===== src/source/xbar_cfg_pkg.sv =====
// Crossbar configuration constants
// Default port and rule counts, bus widths and the interleave field position

package xbar_cfg_pkg;

  // Default sizes, overridden through the top level parameters
  localparam int unsigned NUM_REQ   = 2;
  localparam int unsigned NUM_BANK  = 4;
  localparam int unsigned NUM_RULES = 4;

  // Bus widths
  localparam int unsigned ADDR_WIDTH = 32;
  localparam int unsigned DATA_WIDTH = 32;

  // Lowest address bit of the bank field in interleave mode
  localparam int unsigned BANK_SEL_LOW = 16;

  // Width of the index fields that name a bank or a requester
  localparam int unsigned IDX_WIDTH = 8;

endpackage : xbar_cfg_pkg


===== src/source/xbar_types_pkg.sv =====
// Crossbar data types
// Address and data words, the request payload, address rules
// and the index types used for bank select and source tags

package xbar_types_pkg;

  typedef logic [xbar_cfg_pkg::ADDR_WIDTH-1:0] addr_t;
  typedef logic [xbar_cfg_pkg::DATA_WIDTH-1:0] data_t;

  // Bank index, wide enough for every bank count in use
  typedef logic [xbar_cfg_pkg::IDX_WIDTH-1:0] bank_idx_t;

  // Requester index, travels with a request as its source tag
  typedef logic [xbar_cfg_pkg::IDX_WIDTH-1:0] req_idx_t;

  // One read or write request
  typedef struct packed {
    logic  write;  // 1 = write, 0 = read
    addr_t addr;
    data_t data;   // Write data, ignored on reads
  } mem_req_t;

  // Address window [start_addr, end_addr) mapped onto one bank
  typedef struct packed {
    addr_t     start_addr;
    addr_t     end_addr;  // Exclusive
    bank_idx_t idx;
  } addr_rule_t;

endpackage : xbar_types_pkg


===== src/source/rsp_router.sv =====
// Response router
// Steers tagged bank responses and decode errors back to their
// requesters as registered one-cycle pulses

`timescale 1ns/1ns

module rsp_router #(
  parameter int NumReq  = 2,
  parameter int NumBank = 4
) (
  input  logic                                    clk_i,
  input  logic                                    rst_n_i,
  input  logic                     [NumReq-1:0]   err_i,  // Decode error per requester
  input  logic                     [NumBank-1:0]  bank_rsp_valid_i,
  input  xbar_types_pkg::req_idx_t [NumBank-1:0]  bank_rsp_id_i,
  input  xbar_types_pkg::data_t    [NumBank-1:0]  bank_rsp_rdata_i,
  output logic                     [NumReq-1:0]   rsp_valid_o,
  output xbar_types_pkg::data_t    [NumReq-1:0]   rsp_rdata_o,
  output logic                     [NumReq-1:0]   rsp_err_o
);
  import xbar_types_pkg::*;

  logic  [NumReq-1:0] hit_d;
  data_t [NumReq-1:0] rdata_d;

  logic  [NumReq-1:0] valid_q;
  logic  [NumReq-1:0] err_q;
  data_t [NumReq-1:0] rdata_q;

  // Each requester has one request in flight, so at most one source hits
  always_comb begin : proc_route
    hit_d   = err_i;
    rdata_d = '0;  // Decode errors and idle ports read zero
    for (int r = 0; r < NumReq; r++) begin
      for (int b = 0; b < NumBank; b++) begin
        if (bank_rsp_valid_i[b] && (bank_rsp_id_i[b] == req_idx_t'(r))) begin
          hit_d[r]   = 1'b1;
          rdata_d[r] = bank_rsp_rdata_i[b];
        end
      end
    end
  end

  always_ff @(posedge clk_i or negedge rst_n_i) begin : proc_ctrl
    if (!rst_n_i) begin
      valid_q <= '0;
      err_q   <= '0;
    end else begin
      valid_q <= hit_d;
      err_q   <= err_i;
    end
  end

  always_ff @(posedge clk_i) begin : proc_data
    rdata_q <= rdata_d;
  end

  assign rsp_valid_o = valid_q;
  assign rsp_err_o   = err_q;
  assign rsp_rdata_o = rdata_q;

endmodule : rsp_router


===== config.mk =====
export PLATFORM = sky130hd
export DESIGN_NAME = rsp_router
export DESIGN_NICKNAME = d
export VERILOG_FILES = /design/src/source/xbar_cfg_pkg.sv /design/src/source/xbar_types_pkg.sv /design/src/source/rsp_router.sv
export SDC_FILE = /design/constraint.sdc
export NUM_CORES = 1
export LEC_CHECK = 0
export ABC_CLOCK_PERIOD_IN_PS = 800
export BUFFER_PORTS_ARGS = -buffer_cell sky130_fd_sc_hd__buf_4
export CORE_ASPECT_RATIO = 0.9
export CORE_MARGIN = 8
export CORE_UTILIZATION = 38
export DETAILED_ROUTE_END_ITERATION = 7
export GPL_TIMING_DRIVEN = 1
export MAX_ROUTING_LAYER = met4
export PLACE_DENSITY = 0.77
export SETUP_SLACK_MARGIN = 0.05
export SLEW_MARGIN = 20
export SYNTH_ARGS = -nofsm -noshare
export SYNTH_HDL_FRONTEND = slang
export SYNTH_SLANG_ARGS = --single-unit

===== constraint.sdc =====
create_clock -name clk_i -period 0.8 [get_ports clk_i]
set_input_delay 0 -clock clk_i [delete_from_list [all_inputs] [get_ports clk_i]]
set_output_delay 0 -clock clk_i [all_outputs]
set_load 0.02 [all_outputs]

### After elaboration in Yosys (flattened, before gate mapping)

Cells that the tools add are included.

* add/subtract/negate cells: 0
* multiply operators: 0
* divide/modulo/power cells: 0
* $lt $le $gt $ge: 0
* equality and inequality tests: 4
* shifts and indexed selects: 0
* mux-type cells: 16
* bitwise operators: 0
* reductions and logical operators: 12

Operator list (count)
* 32-bit two-way mux: 8
* 8-bit by 1-bit equality test with 1-bit output (second input constant): 4
* 8-bit zero test: 4
* 1-bit logical AND: 8
* 1-bit two-way mux: 8

* register bits after elaboration: 68
* bits in latches: 0
* bits in writable memories: 0
* memory bits (read-only): 0
* bits of input ports: 168
* output and inout bits: 68
* word-level logic and storage cells: 36
* memories kept: 0

### Longest topological paths before layout

* depth in word-level cells: 6
* mapped depth: 7
* depth with buffers taken out: 4

### Least setup slack after synthesis

No wires, ideal clock.

* kind: input to register
* from: input bank_rsp_id_i[12] (netlist bit)
* to: register rdata_q, in the netlist rsp_rdata_o[28]
* library setup time: 0.117 ns
* arrival: 1.608 ns
* data required time: 0.683 ns
* path slack: -0.925 ns
* stages: 6
* path buffers: 2
* path through: or4b_1 -> buf_2 -> or3_1 -> buf_2 -> a311o_1 -> a22o_1

RTL lines
* start: declaration: RTL line rsp_router.sv:15 `input xbar_types_pkg::req_idx_t [NumBank-1:0] bank_rsp_id_i,`
* end signal: assignment: RTL line rsp_router.sv:55 `rdata_q <= rdata_d;`
* end: declaration: RTL line rsp_router.sv:28 `data_t [NumReq-1:0] rdata_q;`

==> summary.md <==
| Metric | Value |
|---|---|
| Htree depth | 3 |
| CTS Buf Count | 9 |
| RePlAce Congestion | slightly below 0.9 |
| Number of synthesized register bits | around 70 |
| Sequential share of the synthesized area | 0.3871 |
| Hold Path Class | primary input to flip-flop |
| Crit path capture type | flip-flop |
| Worst Hold Path Cells | 3 |
| Pre-CTS setup slack | -0.9617 ns |
| Post-synth EDFFs | 0 |
| Synth cell types | 33 |
| Die height | 107.9 um |
| Vias | approximately 6,400 |
| Pwr/cell area | slightly below 1000 nW/um^2 |
| Register area | 1461 um^2 |
| Synthesis Warnings | 0 |
| CP required | 1.04 ns |
| Placed inst area | ~5700 um^2 |
| Clk slew on worst S/H paths | roughly 0.08 ns |
| Slowest Stage Delay on Critical Path | 0.57 ns |
| Largest net degree at the start of global routing | 34 |
| WL met2 | 11,590 um |
| Post-layout min period | around 1.4 ns |
| Clk sinks | 68 |
| Met1 wire length | around 8400 um |
| CP max FO | 8 |
| Total length of routed met3 wires | between 2000 and 3000 um |
| First-pass GRT wire length | approximately 34,000 um |
| Post-Syn Instances | around 480 |
| Final WS setup | -0.6435 ns |
| I/O pin total | 236 |
| Failing checks | negative hold slack, negative setup slack |
| Fin Setup TNS | -33.42 ns |
| CP most frequent cell | buf_6 |
| Worst path bufs/invs | 3 |
| Core area | 9125 um^2 |
| F_max | approximately 0.69 GHz |
| Primary FF master, synth | dfxtp_1 |
| Crit path kind | primary input to flip-flop |
| Starting Density | 0.3911 |
| Layout cell share with drive strength beyond 1 | 0.4890 |
| GRT overflow | 0 |
| Post-layout net count | 1,028 |
| RSZ-0062 raised after global routing | true |
| Die X | ~120 um |
| Syn_area_per_cell | 7.481 um^2 |
| CTS max path bufs | 2 |
| DRT iter0 DRCs | between 800 and 900 |
| Max_cap viols | 0 |
| # rows | 33 |
| Critical path depth | 7 |
| Syn-to-layout area delta | 127.5% |
| Max Transition Viols Final | 0 |
| CP Cell Sequence | buf_6 > or4b_4 > nor3_4 > buf_6 > clkbuf_16 > nand4_1 > a31oi_1 |
| Final WL | 24,670 um |
| Multi-input gate area in the final layout | ~2200 um^2 |
| Top layer used by detailed routing | met4 |
| Total GRT Usage | 0.3417 |
| Final hold slack | -0.00008754 ns |
| Final Hold Vio Count | 1 |
| Layout Utilization | 0.8896 |
| Filler instances | between 400 and 500 |
| Slowest CP cell | or4b_4 |
| Vias in the first global route | around 6,300 |
| Port bufs | around 240 |
| Least-Margin Pin Slew | slightly above 0.5 ns |
| DR pass1 iterations | 8 |
| Placed wire-length estimate | 12,770 um |
| Remaining DRCs | 0 |
| Die ar. | around 13,000 um^2 |
| Cell family with the largest share of critical-path delay | simple AND/OR/NAND/NOR gates |
| Element type at the critical path start | primary input |
| CTS tree | done |
| CTS Root Cell | clkbuf_8 |
| Via-per-instance ratio | 6.426 |
| CP arrival | around 1.7 ns |
| Mapped cell area | 3568 um^2 |
| Routed len/inst | approximately 25 um |
| Final ANT Viol Nets | 0 |
| Final cycle utilization of the critical path | 1.804 |
| Design area | around 8100 um^2 |
| Final setup violation count | between 70 and 80 |
| Post-synth net total | between 600 and 700 |
| Status | finished, violations left |
| Async SR Flop Fraction | 0.05882 |
| Design Power | just under 0.008 W |
| P_leak | ~3.4 nW |
| Initial antenna violation count | 2 |
| Worst IR drop on VDD | 0.8841 mV |
| Rel. slew slack | 0.6646 |
## logic make-up after synthesis
kind of cell,after synthesis,share of synthesized area
compound gates,134,0.2202
flops,68,0.3871
simple gates,216,0.3261
buf+inv,59,0.06662
## flip-flops by register name, indices dropped and copies added (netlist names)
signal       count
rsp_rdata_o     64
rsp_valid_o      2
rsp_err_o        2
## layer usage
layer  vias up  global-route usage
li1       2594                   -
met1      2857              0.3646
met2       691              0.5614
met3       226              0.1047
met4         0              0.1954
met5         -                   -
## cells in the final DEF, fill, tap and decap left out, types with 2 or more instances in the layout
| cell | n |
|---|---|
| dfxtp_2 | 64 |
| dfrtp_1 | 4 |
| or4b_4 | 3 |
| nor3_4 | 5 |
| clkinv_2 | 2 |
| dlygate4sd3_1 | 127 |
| nor4_1 | 6 |
| buf_8 | 2 |
| a31oi_4 | 2 |
| a311oi_2 | 3 |
| clkinvlp_4 | 2 |
| o21ai_0 | 5 |
| nand4_1 | 58 |
| a31oi_1 | 55 |
| clkbuf_8 | 9 |
| buf_12 | 8 |
| a21oi_1 | 58 |
| or4_4 | 4 |
| clkbuf_16 | 5 |
| a311oi_1 | 2 |
| nor4b_2 | 2 |
| o21ai_1 | 5 |
| buf_6 | 89 |
| nor2_1 | 58 |
| nand3_1 | 39 |
| buf_4 | 192 |
| inv_1 | 6 |
| nand3_4 | 3 |
| nand2_1 | 8 |
| nand3_2 | 20 |
| diode_2 | 4 |
## worst paths after layout
check | slack, ns | start | endpoint
min in group asynchronous | 0.01 | rst_n_i | rsp_valid_o[0]
max | -0.64 | bank_rsp_id_i[1] | rsp_rdata_o[35]
max in group asynchronous | 0.69 | rst_n_i | rsp_valid_o[1]
min | -0.00009 | bank_rsp_rdata_i[30] | rsp_rdata_o[30]
## area by class of cell
type                            instances  share of cell area
Clock buffer                           10             0.01572
Timing Repair Buffer                  425              0.5014
Clock inverter                          6            0.007861
Multi-Input combinational cell        350              0.2722
Tap cell                              122             0.01880
Inverter                                6            0.002774
Antenna cell                            4            0.001233
Sequential cell                        68              0.1800
## Yosys cell counts, drive strengths merged, types with 6 or more instances
library cell,count,share of area
dfxtp,64,0.36
nand3,62,0.087
a21oi,58,0.081
a31oi,58,0.10
nand4,58,0.10
nor2,58,0.061
clkbuf,43,0.045
buf,10,0.015
o21ai,10,0.014
nand2,8,0.0084
nor4,7,0.012
inv,6,0.0063
nor3,6,0.017
## timing repair
action / CTS / global route
pin swaps: 4 / 66
endpoints found under the hold margin: 72 / 3
setup buffers: 2 / 15
gates resized for setup: 149 / 48
endpoints found under the setup margin: 134 / 134
gates cloned: 1 / 8
hold buffers: 126 / 1
## per-stage QoR
stage	hold slack, ns	std cells
finish	-0.00008754	991
detailed placement	-0.2014	818
CTS	-0.02304	963
floorplan	-0.2956	477
global placement	-0.2052	818
global route	-0.002770	989
## power breakdown
group	internal, W	switching [W]
sequential	0.00341	0.0000142
clock	0.00144	0.00143
combinational	0.00107	0.000587
total	0.00593	0.00203
(Power assumes the default switching activity.)
