$ cat src/source/xbar_cfg_pkg.sv
// Crossbar configuration constants
// Default port and rule counts, bus widths and the interleave field position

package xbar_cfg_pkg;

  // Default sizes, overridden through the top level parameters
  localparam int unsigned NUM_REQ   = 2;
  localparam int unsigned NUM_BANK  = 4;
  localparam int unsigned NUM_RULES = 4;

  // Bus widths
  localparam int unsigned ADDR_WIDTH = 32;
  localparam int unsigned DATA_WIDTH = 32;

  // Lowest address bit of the bank field in interleave mode
  localparam int unsigned BANK_SEL_LOW = 16;

  // Width of the index fields that name a bank or a requester
  localparam int unsigned IDX_WIDTH = 8;

endpackage : xbar_cfg_pkg

$ cat src/source/xbar_types_pkg.sv
// Crossbar data types
// Address and data words, the request payload, address rules
// and the index types used for bank select and source tags

package xbar_types_pkg;

  typedef logic [xbar_cfg_pkg::ADDR_WIDTH-1:0] addr_t;
  typedef logic [xbar_cfg_pkg::DATA_WIDTH-1:0] data_t;

  // Bank index, wide enough for every bank count in use
  typedef logic [xbar_cfg_pkg::IDX_WIDTH-1:0] bank_idx_t;

  // Requester index, travels with a request as its source tag
  typedef logic [xbar_cfg_pkg::IDX_WIDTH-1:0] req_idx_t;

  // One read or write request
  typedef struct packed {
    logic  write;  // 1 = write, 0 = read
    addr_t addr;
    data_t data;   // Write data, ignored on reads
  } mem_req_t;

  // Address window [start_addr, end_addr) mapped onto one bank
  typedef struct packed {
    addr_t     start_addr;
    addr_t     end_addr;  // Exclusive
    bank_idx_t idx;
  } addr_rule_t;

endpackage : xbar_types_pkg

$ cat src/source/xbar_req_if.sv
// Decoded request link from one requester decoder to all bank arbiters
// Per-bank ready bits are combined into ready at the top level

`timescale 1ns/1ns

interface xbar_req_if #(
  parameter int NumBank = 4
);
  import xbar_types_pkg::*;

  logic              valid;
  logic              ready;       // OR of ready_bank
  mem_req_t          req;
  bank_idx_t         bank;        // Target bank of req
  wire [NumBank-1:0] ready_bank;  // One bit per arbiter

  modport decoder (
    output valid,
    output req,
    output bank,
    input  ready
  );

  modport arbiter (
    input  valid,
    input  req,
    input  bank,
    output ready_bank
  );

endinterface : xbar_req_if

$ cat src/source/req_decoder.sv
// Request decoder for one requester port
// Rule table lookup or interleaved bank select, bank field strip,
// decode error pulse and single outstanding request tracking

`timescale 1ns/1ns

module req_decoder #(
  parameter int NumBank  = 4,
  parameter int NumRules = 4
) (
  input  logic                                      clk_i,
  input  logic                                      rst_n_i,
  input  logic                                      interleave_en_i,
  input  xbar_types_pkg::addr_rule_t [NumRules-1:0] addr_map_i,
  input  logic                                      req_valid_i,
  input  xbar_types_pkg::mem_req_t                  req_i,
  input  logic                                      done_i,     // Response pulse for this port
  output logic                                      req_ready_o,
  output logic                                      err_o,
  xbar_req_if.decoder                               dec
);
  import xbar_cfg_pkg::*;
  import xbar_types_pkg::*;

  localparam int BankW   = (NumBank > 1) ? $clog2(NumBank) : 1;
  localparam int SelHigh = BANK_SEL_LOW + BankW;  // First address bit above the bank field

  logic      accept;
  logic      rule_hit;
  bank_idx_t rule_bank;
  bank_idx_t dec_bank;
  addr_t     dec_addr;
  logic      dec_err;

  logic      busy_q;
  logic      valid_q;
  logic      err_q;
  mem_req_t  req_q;
  bank_idx_t bank_q;

  assign req_ready_o = !busy_q;
  assign accept      = req_valid_i && !busy_q;

  // Later rules win, so the highest matching rule sets the bank
  always_comb begin : proc_rule_match
    rule_hit  = 1'b0;
    rule_bank = '0;
    for (int r = 0; r < NumRules; r++) begin
      if (req_i.addr >= addr_map_i[r].start_addr && req_i.addr < addr_map_i[r].end_addr) begin
        rule_hit  = 1'b1;
        rule_bank = addr_map_i[r].idx;
      end
    end
  end

  always_comb begin : proc_select
    if (interleave_en_i) begin
      dec_bank = bank_idx_t'(req_i.addr[BANK_SEL_LOW +: BankW]);
      // Close the gap left by the bank field, zeros at the top
      dec_addr = {{BankW{1'b0}},
                  req_i.addr[ADDR_WIDTH-1:SelHigh],
                  req_i.addr[BANK_SEL_LOW-1:0]};
      dec_err  = 1'b0;
    end else begin
      dec_bank = rule_bank;
      dec_addr = req_i.addr;
      dec_err  = !rule_hit || (int'(rule_bank) >= NumBank);  // Rule pointing past last bank
    end
  end

  always_ff @(posedge clk_i or negedge rst_n_i) begin : proc_ctrl
    if (!rst_n_i) begin
      busy_q  <= 1'b0;
      valid_q <= 1'b0;
      err_q   <= 1'b0;
    end else begin
      err_q <= accept && dec_err;  // One cycle pulse to the router
      if (accept) begin
        busy_q  <= 1'b1;
        valid_q <= !dec_err;
      end else begin
        if (done_i) begin
          busy_q <= 1'b0;
        end
        if (valid_q && dec.ready) begin
          valid_q <= 1'b0;
        end
      end
    end
  end

  always_ff @(posedge clk_i) begin : proc_payload
    if (accept) begin
      req_q  <= '{write: req_i.write, addr: dec_addr, data: req_i.data};
      bank_q <= dec_bank;
    end
  end

  assign dec.valid = valid_q;
  assign dec.req   = req_q;
  assign dec.bank  = bank_q;
  assign err_o     = err_q;

endmodule : req_decoder

$ cat src/flat_wrapper.sv
// flat-port wrapper written by rule: the top's interface ports become plain ports
module req_decoder_flat import xbar_cfg_pkg::*; import xbar_types_pkg::*;
#(
  parameter int NumBank  = 4,
  parameter int NumRules = 4
)
  (clk_i, rst_n_i, interleave_en_i, addr_map_i, req_valid_i, req_i, done_i, req_ready_o, err_o, dec_valid, dec_req, dec_bank, dec_ready);
  xbar_req_if #(.NumBank(NumBank)) dec_i ();
  input  logic clk_i;
  input  logic rst_n_i;
  input  logic interleave_en_i;
  input  xbar_types_pkg::addr_rule_t [NumRules-1:0] addr_map_i;
  input  logic req_valid_i;
  input  xbar_types_pkg::mem_req_t req_i;
  input  logic done_i;
  output logic req_ready_o;
  output logic err_o;
  output wire logic [$bits(dec_i.valid)-1:0] dec_valid;
  output wire logic [$bits(dec_i.req)-1:0] dec_req;
  output wire logic [$bits(dec_i.bank)-1:0] dec_bank;
  input wire logic [$bits(dec_i.ready)-1:0] dec_ready;
  assign dec_valid = dec_i.valid;
  assign dec_req = dec_i.req;
  assign dec_bank = dec_i.bank;
  assign dec_i.ready = dec_ready;
  req_decoder #(.NumBank(NumBank), .NumRules(NumRules)) u_core (.clk_i(clk_i), .rst_n_i(rst_n_i), .interleave_en_i(interleave_en_i), .addr_map_i(addr_map_i), .req_valid_i(req_valid_i), .req_i(req_i), .done_i(done_i), .req_ready_o(req_ready_o), .err_o(err_o), .dec(dec_i));
endmodule
$ cat config.mk
export PLATFORM = sky130hd
export DESIGN_NAME = req_decoder_flat
export DESIGN_NICKNAME = d
export VERILOG_FILES = /design/src/source/xbar_cfg_pkg.sv /design/src/source/xbar_types_pkg.sv /design/src/source/xbar_req_if.sv /design/src/source/req_decoder.sv /design/src/flat_wrapper.sv
export SDC_FILE = /design/constraint.sdc
export NUM_CORES = 1
export LEC_CHECK = 0
export ABC_AREA = 1
export CAP_MARGIN = 10
export CORE_AREA = 4 4 165 167
export CTS_CLUSTER_SIZE = 40
export DETAILED_ROUTE_END_ITERATION = 8
export DIE_AREA = 0 0 169 171
export DONT_BUFFER_PORTS = 1
export PLACE_DENSITY = 0.57
export SLEW_MARGIN = 10
export SYNTH_ARGS = -nofsm -noshare
export SYNTH_HDL_FRONTEND = slang
export SYNTH_SLANG_ARGS = --single-unit
$ cat constraint.sdc
create_clock -name clk_i -period 2.86 [get_ports clk_i]
set_clock_uncertainty 0.1 [all_clocks]
set_input_delay 0.286 -clock clk_i [delete_from_list [all_inputs] [get_ports clk_i]]
set_output_delay 0.286 -clock clk_i [all_outputs]
set_load 0.02 [all_outputs]
=== After elaboration in Yosys (flattened, before gate mapping) ===
Index checks and enable logic that the tools add are counted.
W data, S select, Z words.

* Bits of input ports: 359
* Word-level logic and storage cells: 46
* Output and inout port bits: 76
* Bits in registers: 76

* $lt $le $gt $ge: 9
* Reduce and logical (&&, ||, !) cells: 13
* Multiplexer cells: 15

{| class="wikitable"
|+ Operators by type and width
! kind !! count
|-
| $ge A32 B32 Y1 || 4
|-
| $lt A32 B32 Y1 || 4
|-
| $mux W8 || 4
|-
| $mux W30 || 1
|-
| $mux W1 || 9
|-
| $ge A8 B3 Y1 const B || 1
|-
| $logic_and A1 B1 Y1 || 7
|-
| $reduce_bool A2 Y1 || 2
|-
| $logic_not A1 Y1 || 3
|-
| $mux W2 || 1
|-
| $logic_or A1 B1 Y1 || 1
|}

=== Logic depth before layout (Yosys ltp) ===
Gate-level depths: netlist of the first run.

* Depth in word-level cells: 11
* Depth in mapped cells: 23
* Mapped depth without buffers: 22

=== Worst setup path before layout of the first run ===
Ideal clock, no wire load.

* Path type: register to register
* From: register u_core.busy_q
* To: register u_core.bank_q[0], in the netlist u_core.dec.bank[0] (enable)
* Data required time: 2333 ps
* Slack: 231 ps
* Clock period less this slack: 2629 ps
* Stages on the path, launching flop included: 4
* Arrival time: 2102 ps
* Path buffers: 0
* Library setup time: 427 ps
* Path through: dfrtp_1 inv_1 nand2_1 inv_1

* Word-level cells in the longest chain between the ends: 2

{| class="wikitable"
|+ RTL lines
! item !! RTL line !! text
|-
| from (decl) || req_decoder.sv:35 || <nowiki>logic busy_q;</nowiki>
|-
| from (signal assigned) || req_decoder.sv:73 || <nowiki>busy_q <= 1'b0;</nowiki>
|-
| from (signal assigned) || req_decoder.sv:79 || <nowiki>busy_q <= 1'b1;</nowiki>
|-
| from (signal assigned) || req_decoder.sv:83 || <nowiki>busy_q <= 1'b0;</nowiki>
|-
| $logic_not A1 Y1 || n/a ||
|-
| named net req_ready_o || flat_wrapper.sv:16 || <nowiki>output logic req_ready_o;</nowiki>
|-
| $logic_and A1 B1 Y1 || req_decoder.sv:42 || <nowiki>assign accept = req_valid_i && !busy_q;</nowiki>
|-
| named net u_core.accept || req_decoder.sv:28 || <nowiki>logic accept;</nowiki>
|-
| to (signal assigned) || req_decoder.sv:95 || <nowiki>bank_q <= dec_bank;</nowiki>
|-
| to (decl) || req_decoder.sv:39 || <nowiki>bank_idx_t bank_q;</nowiki>
|}

The timed path passes the listed nets, and every way through them passes these cells.
A chain may end at the register's enable or synchronous reset.

=== Worst setup path after layout of the first run ===
* From: input addr_map_i[263] in the netlist's numbering
* To: register u_core.err_q, in the netlist u_core.err_o

* Word-level cells in the longest chain between the ends: 7
* Elaborated cells on any way between the ends: 9
* Those cells by class: order compare (2); mux (3); reduce/logical (4)

{| class="wikitable"
|+ RTL lines
! item !! RTL line !! text
|-
| from (decl) || flat_wrapper.sv:12 || <nowiki>input xbar_types_pkg::addr_rule_t [NumRules-1:0] addr_map_i;</nowiki>
|-
| $ge A32 B32 Y1 * || req_decoder.sv:49 || <nowiki>if (req_i.addr >= addr_map_i[r].start_addr && req_i.addr < addr_map_i[r].end_addr) begin</nowiki>
|-
| $logic_and A1 B1 Y1 * || req_decoder.sv:49 ||
|-
| $mux W8 or $mux W1 (tied branches) || req_decoder.sv:49 ||
|-
| $ge A8 B3 Y1 or $logic_not A1 Y1 (tied branches) || req_decoder.sv:67 || <nowiki>dec_err = !rule_hit || (int'(rule_bank) >= NumBank);</nowiki>
|-
| $logic_or A1 B1 Y1 * || req_decoder.sv:67 ||
|-
| $mux W1 * || req_decoder.sv:57 || <nowiki>if (interleave_en_i) begin</nowiki>
|-
| $logic_and A1 B1 Y1 * || req_decoder.sv:77 || <nowiki>err_q <= accept && dec_err;</nowiki>
|-
| to (signal assigned) || req_decoder.sv:77 ||
|-
| to (decl) || req_decoder.sv:37 || <nowiki>logic err_q;</nowiki>
|}

Every way passes the cells marked *; elsewhere a longest branch is shown, timed or not.

==> impl_metrics.ini, run 1 <==
[synth]
ys_top_cells_by_area = ha_1 (33%), edfxtp_1 (23%), inv_1 (12%), nand2_1 (10%), a21oi_1 (6.1%)
seq_area_frac_synth_pct = 23.9
synthFlopType = edfxtp_1
async_reset_ff_share_pct = 3.95
yosys_warnings = 0
synth_edf_count = 73
post-synth-top-area-cell = ha_1
synthesis.area_mm2 = 0.00948
synth_top_cell_area_share_pct = 33.3
ys_ff_latch = 76
synth.distinct_cells = 38
synthCells = 1254
syn-mean-instance-area_um2 = 7.56
syn-num-nets = 1865

[global_route]
antenna_found_initial = 5
grt_pass1_vias = 8326
grt_usage_pct = 20.8
grt_start_max_net_pins = 54
grt_pass1_wl_um = 46400
grt_remaining_overflow = 0

[layout]
layout-drive-gt1-share_pct = 4.29
multi_input_area_mm2 = 0.00602
final_cells = 1666
layout_common_cells = inv_1 (303), nand2_1 (256), ha_1 (252), a21oi_1 (115), edfxtp_1 (73)
layout_commonest_cell = inv_1
nNetsFinal = 1934
regArea_mm2 = 0.00227
nFillCells = 2611
area_growth_pct = 13.8

[routing]
drt_iter0_drc = 437
first_pass_iters = 5
wire_per_inst_um = 19.1
ant_nets = 0
finalWirelength_um = 31700
viasPerCell = 4.97
drc_errors = 0
vias = 8287

[clocking]
cts_buffers = 9
clockBufferDepth = 2
root_buffer = clkbuf_16
cts-resized-gates = 0
clock-sinks = 76
clk_latency_ns = 0.33
htree_levels = 3
cts.clk_slew.worst_paths_ns = 0.07
tritoncts = done

[sta]
setup_viol = 0
whs_ns = 0.0345
hold_viol = 0
worstMarginPinSlew_ns = 0.566
clock.fmax_mhz = 394
slew-limit-headroom_pct = 62.2
setup_ws_ns = 0.321
fin_crit_ns = 2.54
finalSetupTns_ns = 0
slew_viol_final = 0
rsz0062_at_grt = false
finalCritPeriodShare_pct = 88.8

[setup_path]
timing.rr.end = u_core.dec.req[37]
required_ns = 2.98
reg2reg_depth = 4
worstSetupPathType = in -> reg
cp_max_fo = 15
cp-end-kind = flip-flop
cp-start-kind = primary input
cp.arrival_ns = 2.66
rrSetupSlack_ns = 0.97
r2r_start = u_core.busy_q

[job]
cap_violations = 0

[placement]
place_ws_ns = -0.0881
dp_hpwl_um = 26900
place_inst = 1596
globalplace.congestion = 0.854
portBuffers = 0

[die]
fp.dieH_um = 171
dieArea_mm2 = 0.0289
ioPinCount = 435
fp.dieW_um = 169
rows = 59
initial_core_util_pct = 36.8
coreArea_mm2 = 0.0258

[min_path]
holdPathStages = 2
hold_path.class = in -> reg
hp-start = req_i[58]
whs_endpoint = u_core.dec.req[58]

[outcome]
status = complete, no violations

[pwr]
leakage_nw = 6.01
power_mw = 3.76
powerDensity_mw_per_mm2 = 348
ir_worst_vdd_uv = 323
## kinds of logic (layout without fill, tap and decap cells)
| family | count (synthesis) | after routing | synth area share (%) |
|---|---|---|---|
| simple gates | 423 | 423 | 19.5 |
| buf+inv | 315 | 389 | 12.6 |
| fa+ha+maj | 252 | 252 | 33.3 |
| compound gates | 188 | 188 | 10.8 |
| flops | 76 | 76 | 23.9 |
| other cells | 0 | 3 | 0 |
## synthesized netlist by cell type (all sizes together), types with 6 or more instances
master	n
nand3b	6
a21oi	119
ha	252
edfxtp	73
nor2	70
nand4	25
inv	308
o21a	8
nand2	263
o21ai	46
nor3	14
nand3	35
## sequential cells by signal, indices dropped and copies added, names as in the netlist
register          count
u_core.dec.req       65
u_core.err_o          1
u_core.dec.bank       8
u_core.dec.valid      1
u_core.busy_q         1
## critical path, stage by stage
cell	delay (ns)
inv_1	0.05
ha_1	0.30
inv_1	0.05
nor3_1	0.28
buf_4	0.20
nand2_1	0.05
nand3_1	0.13
nand2_1	0.06
nand2_1	0.06
nand2_1	0.04
nand3_1	0.09
nand3_2	0.28
or2_1	0.32
nand2_1	0.09
nand2_1	0.07
nor2_1	0.11
nand2_2	0.08
nand2_2	0.06
nor2_2	0.04
## through the flow
step	cell area [µm²]	utilization [%]
2_1_floorplan	9480	-
3_3_place_gp	9970	38.7
3_5_place_dp	9970	38.7
4_1_cts	10800	41.8
5_1_grt	10800	41.9
6_report	10800	41.9
## worst max path at each step
| stage | start | to | slack, ns | cells after the start |
|---|---|---|---|---|
| 6_report | addr_map_i[263] | u_core.err_o | 0.32 | 19 |
| 2_1_floorplan | u_core.busy_q | u_core.dec.bank[0] | 0.23 | 3 |
| 3_3_place_gp | addr_map_i[263] | u_core.err_o | -0.06 | 19 |
| 5_1_grt | addr_map_i[263] | u_core.err_o | 0.04 | 19 |
| 4_1_cts | addr_map_i[263] | u_core.err_o | 0.25 | 19 |
| 3_5_place_dp | addr_map_i[263] | u_core.err_o | -0.09 | 19 |
## cell type report
cell class	instances	share of cell area [%]
multi-input cells	863	55.8
flip-flops and latches	76	21.0
inverters	309	10.8
repair buffers	64	5.75
well taps	335	3.89
clock buffers	9	2.09
clock inverters	7	0.626
diodes	3	0.0696
## where the power goes
part           switching, mW  internal, mW  leakage (nW)
clock                  0.523         0.610         0.140
sequential             0.143          1.34         0.730
combinational          0.663         0.480          5.14
## routing by layer
| metal | global-route usage, % | wire length (µm) | up-vias |
|---|---|---|---|
| li1 | - | - | 4255 |
| met1 | 24.7 | 13100 | 3676 |
| met2 | 37.4 | 15700 | 309 |
| met3 | 5.15 | 2160 | 43 |
| met4 | 6.02 | 762 | 4 |
| met5 | 0 | 31 | - |
## what timing repair did
item | in CTS | in global routing
hold buffers | 51 | 0
hold endpoints to repair | 53 | 0
buffers inserted | 0 | 0
Power figures use the tool's default switching activity.
==> inputs of run 2 (changes only) <==
--- a/config.mk
+++ b/config.mk
@@ -12,7 +12,7 @@
 export DETAILED_ROUTE_END_ITERATION = 8
 export DIE_AREA = 0 0 169 171
 export DONT_BUFFER_PORTS = 1
-export PLACE_DENSITY = 0.57
+export PLACE_DENSITY = 0.59
 export SLEW_MARGIN = 10
 export SYNTH_ARGS = -nofsm -noshare
 export SYNTH_HDL_FRONTEND = slang
==> constraint.sdc (replaced) <==
create_clock -name clk_i -period 2.3 [get_ports clk_i]
set_clock_uncertainty 0.1 [all_clocks]
set_input_delay 0.23 -clock clk_i [delete_from_list [all_inputs] [get_ports clk_i]]
set_output_delay 0.23 -clock clk_i [all_outputs]
set_load 0.02 [all_outputs]
==> impl_metrics.ini, run 2 (synthesized netlist as in run 1, its figures left out) <==
[clocking]
root_buffer = clkbuf_16
cts.clk_slew.worst_paths_ns = 0.07
clock-sinks = 76
cts_buffers = 9
clockBufferDepth = 2
clk_latency_ns = 0.33
htree_levels = 3
tritoncts = done

[pwr]
power_mw = 5.10
power.share.combinational_pct = 32.7
ir_worst_vdd_uv = 374
p_sw_share_pct = 33.6
p_clk_share_pct = 31.2
powerDensity_mw_per_mm2 = 439
internal_power_mw = 3.38
p_switching_mw = 1.71
leakage_nw = 6.35
pwr-share-seq_pct = 36.1

[routing]
wire_per_inst_um = 19.3
drt_iter0_drc = 521
drc_errors = 0
viasPerCell = 4.99
ant_nets = 0
first_pass_iters = 5
finalWirelength_um = 33200
vias = 8588

[die]
initial_core_util_pct = 36.8
dieArea_mm2 = 0.0289
rows = 59
coreArea_mm2 = 0.0258
ioPinCount = 435
fp.dieH_um = 171
fp.dieW_um = 169

[sta]
fin_crit_ns = 2.23
rsz0062_at_grt = true
worstMarginPinSlew_ns = 0.791
finalSetupTns_ns = 0
slew-limit-headroom_pct = 47.1
finalCritPeriodShare_pct = 97.0
hold_viol = 0
setup_viol = 0
slew_viol_final = 0
whs_ns = 0.0201
clock.fmax_mhz = 448

[setup_path]
cp_common_cell = o21ai_1
max_stage_delay_ns = 0.31
cp-start-kind = primary input
cp.arrival_ns = 2.22
crit_slowest_cell = ha_1
cp_max_fo = 6
path_cells = inv_1 > ha_1 > a21oi_1 > o21ai_1 > nor2_2 > nand2_2 > a21oi_4 > nand2_4 > buf_6 > buf_4 > o211ai_1 > nand3_1 > o21ai_0 > o21ai_1
required_ns = 2.29
worstSetupPathType = in -> reg
cp-end-kind = flip-flop

[global_route]
grt_usage_pct = 21.7
grt_start_max_net_pins = 44
grt_pass1_vias = 8567
grt_remaining_overflow = 0
grt_pass1_wl_um = 48500
antenna_found_initial = 8

[job]
cap_violations = 0

[outcome]
status = complete, no violations

[layout]
area_growth_pct = 22.4
layout-drive-gt1-share_pct = 9.57
largest_reg_flops = 65
layout_commonest_cell = inv_1
nFillCells = 2528
nNetsFinal = 1986
layout_common_cells = inv_1 (298), ha_1 (248), nand2_1 (246), a21oi_1 (111)

[placement]
portBuffers = 0
dp_hpwl_um = 27400
globalplace.congestion = 0.870

[min_path]
hold_path.class = in -> reg
run 2: cell count changes in the layout (fill, tap and decap cells not counted), sizes merged:
| cell | before | now |
|---|---|---|
| diode | 3 | 7 |
| nand2 | 263 | 264 |
| dlygate4sd3 | 51 | 73 |
| clkinv | 4 | 1 |
| buf | 13 | 42 |
| clkinvlp | 1 | 2 |
| bufinv | 0 | 2 |
run 2: stage by stage:
step / util [%] / instance area [µm²] / instances / worst slack (ns)
after floorplan: - / 9480 / 1254 / 0.120
after global placement: 39.5 / 10200 / 1622 / -0.393
after detailed placement: 39.5 / 10200 / 1622 / -0.413
after CTS: 43.7 / 11300 / 1711 / 0.00517
after global routing: 45.0 / 11600 / 1721 / -0.0152
final: 45.0 / 11600 / 1722 / 0.0695
run 2: final timing paths:
kind | start | to | slack [ns] | cells after the start
max | addr_map_i[93] | u_core.dec.bank[1] | 0.07 | 14
min | interleave_en_i | u_core.dec.bank[0] | 0.02 | 2
max reg2reg | u_core.busy_q | u_core.dec.req[25] | 0.49 | 4
min reg2reg | u_core.busy_q | u_core.busy_q | 0.55 | 2
max in group asynchronous | rst_n_i | u_core.dec.valid | 1.87 | 1
min in group asynchronous | rst_n_i | u_core.busy_q | 0.06 | 1
run 2: metal layers:
| metal | routed length (µm) | up-vias | global-route usage [%] |
|---|---|---|---|
| met3 | 2390 | 54 | 5.52 |
| met5 | 37 | - | 0 |
| met1 | 14100 | 3832 | 27.3 |
| met2 | 15800 | 332 | 37.1 |
| met4 | 876 | 4 | 6.30 |
| li1 | - | 4366 | - |
run 2: layout make-up:
cell class                 instances  area [µm²]  share of cell area [%]
tap                              335         419                    3.61
clock inverter                     7         105                   0.906
timing repair buffer             115        1090                    9.40
inverter                         309        1180                    10.1
multi-input combinational        864        6290                    54.3
sequential                        76        2270                    19.6
antenna                            7        17.5                   0.151
clock buffer                       9         225                    1.94
run 2: critical path, delay by kind of cell:
kind                       cells  cell delay (ns)
AOI/OAI and AO/OA              6             0.86
and+or+nand+nor                4             0.52
adders and majority gates      1             0.31
buffers and inverters          3             0.30
run 2: power groups by stage:
stage                     clock [mW]  combinational [mW]  sequential [mW]
after global routing            1.69                1.94             1.85
after floorplan                    0                1.03             1.85
final                           1.59                1.67             1.84
after global placement             0                1.39             1.87
after detailed placement           0                1.43             1.87
after CTS                       1.62                1.57             1.84
run 2: what timing repair did:
action | in CTS | in global routing
hold buffers | 73 | 0
buffers inserted | 0 | 3
gates resized for setup | 5 | 69
cloned | 0 | 1
setup endpoints to repair | 3 | 9
pin swaps | 0 | 28
hold endpoints to repair | 74 | 0
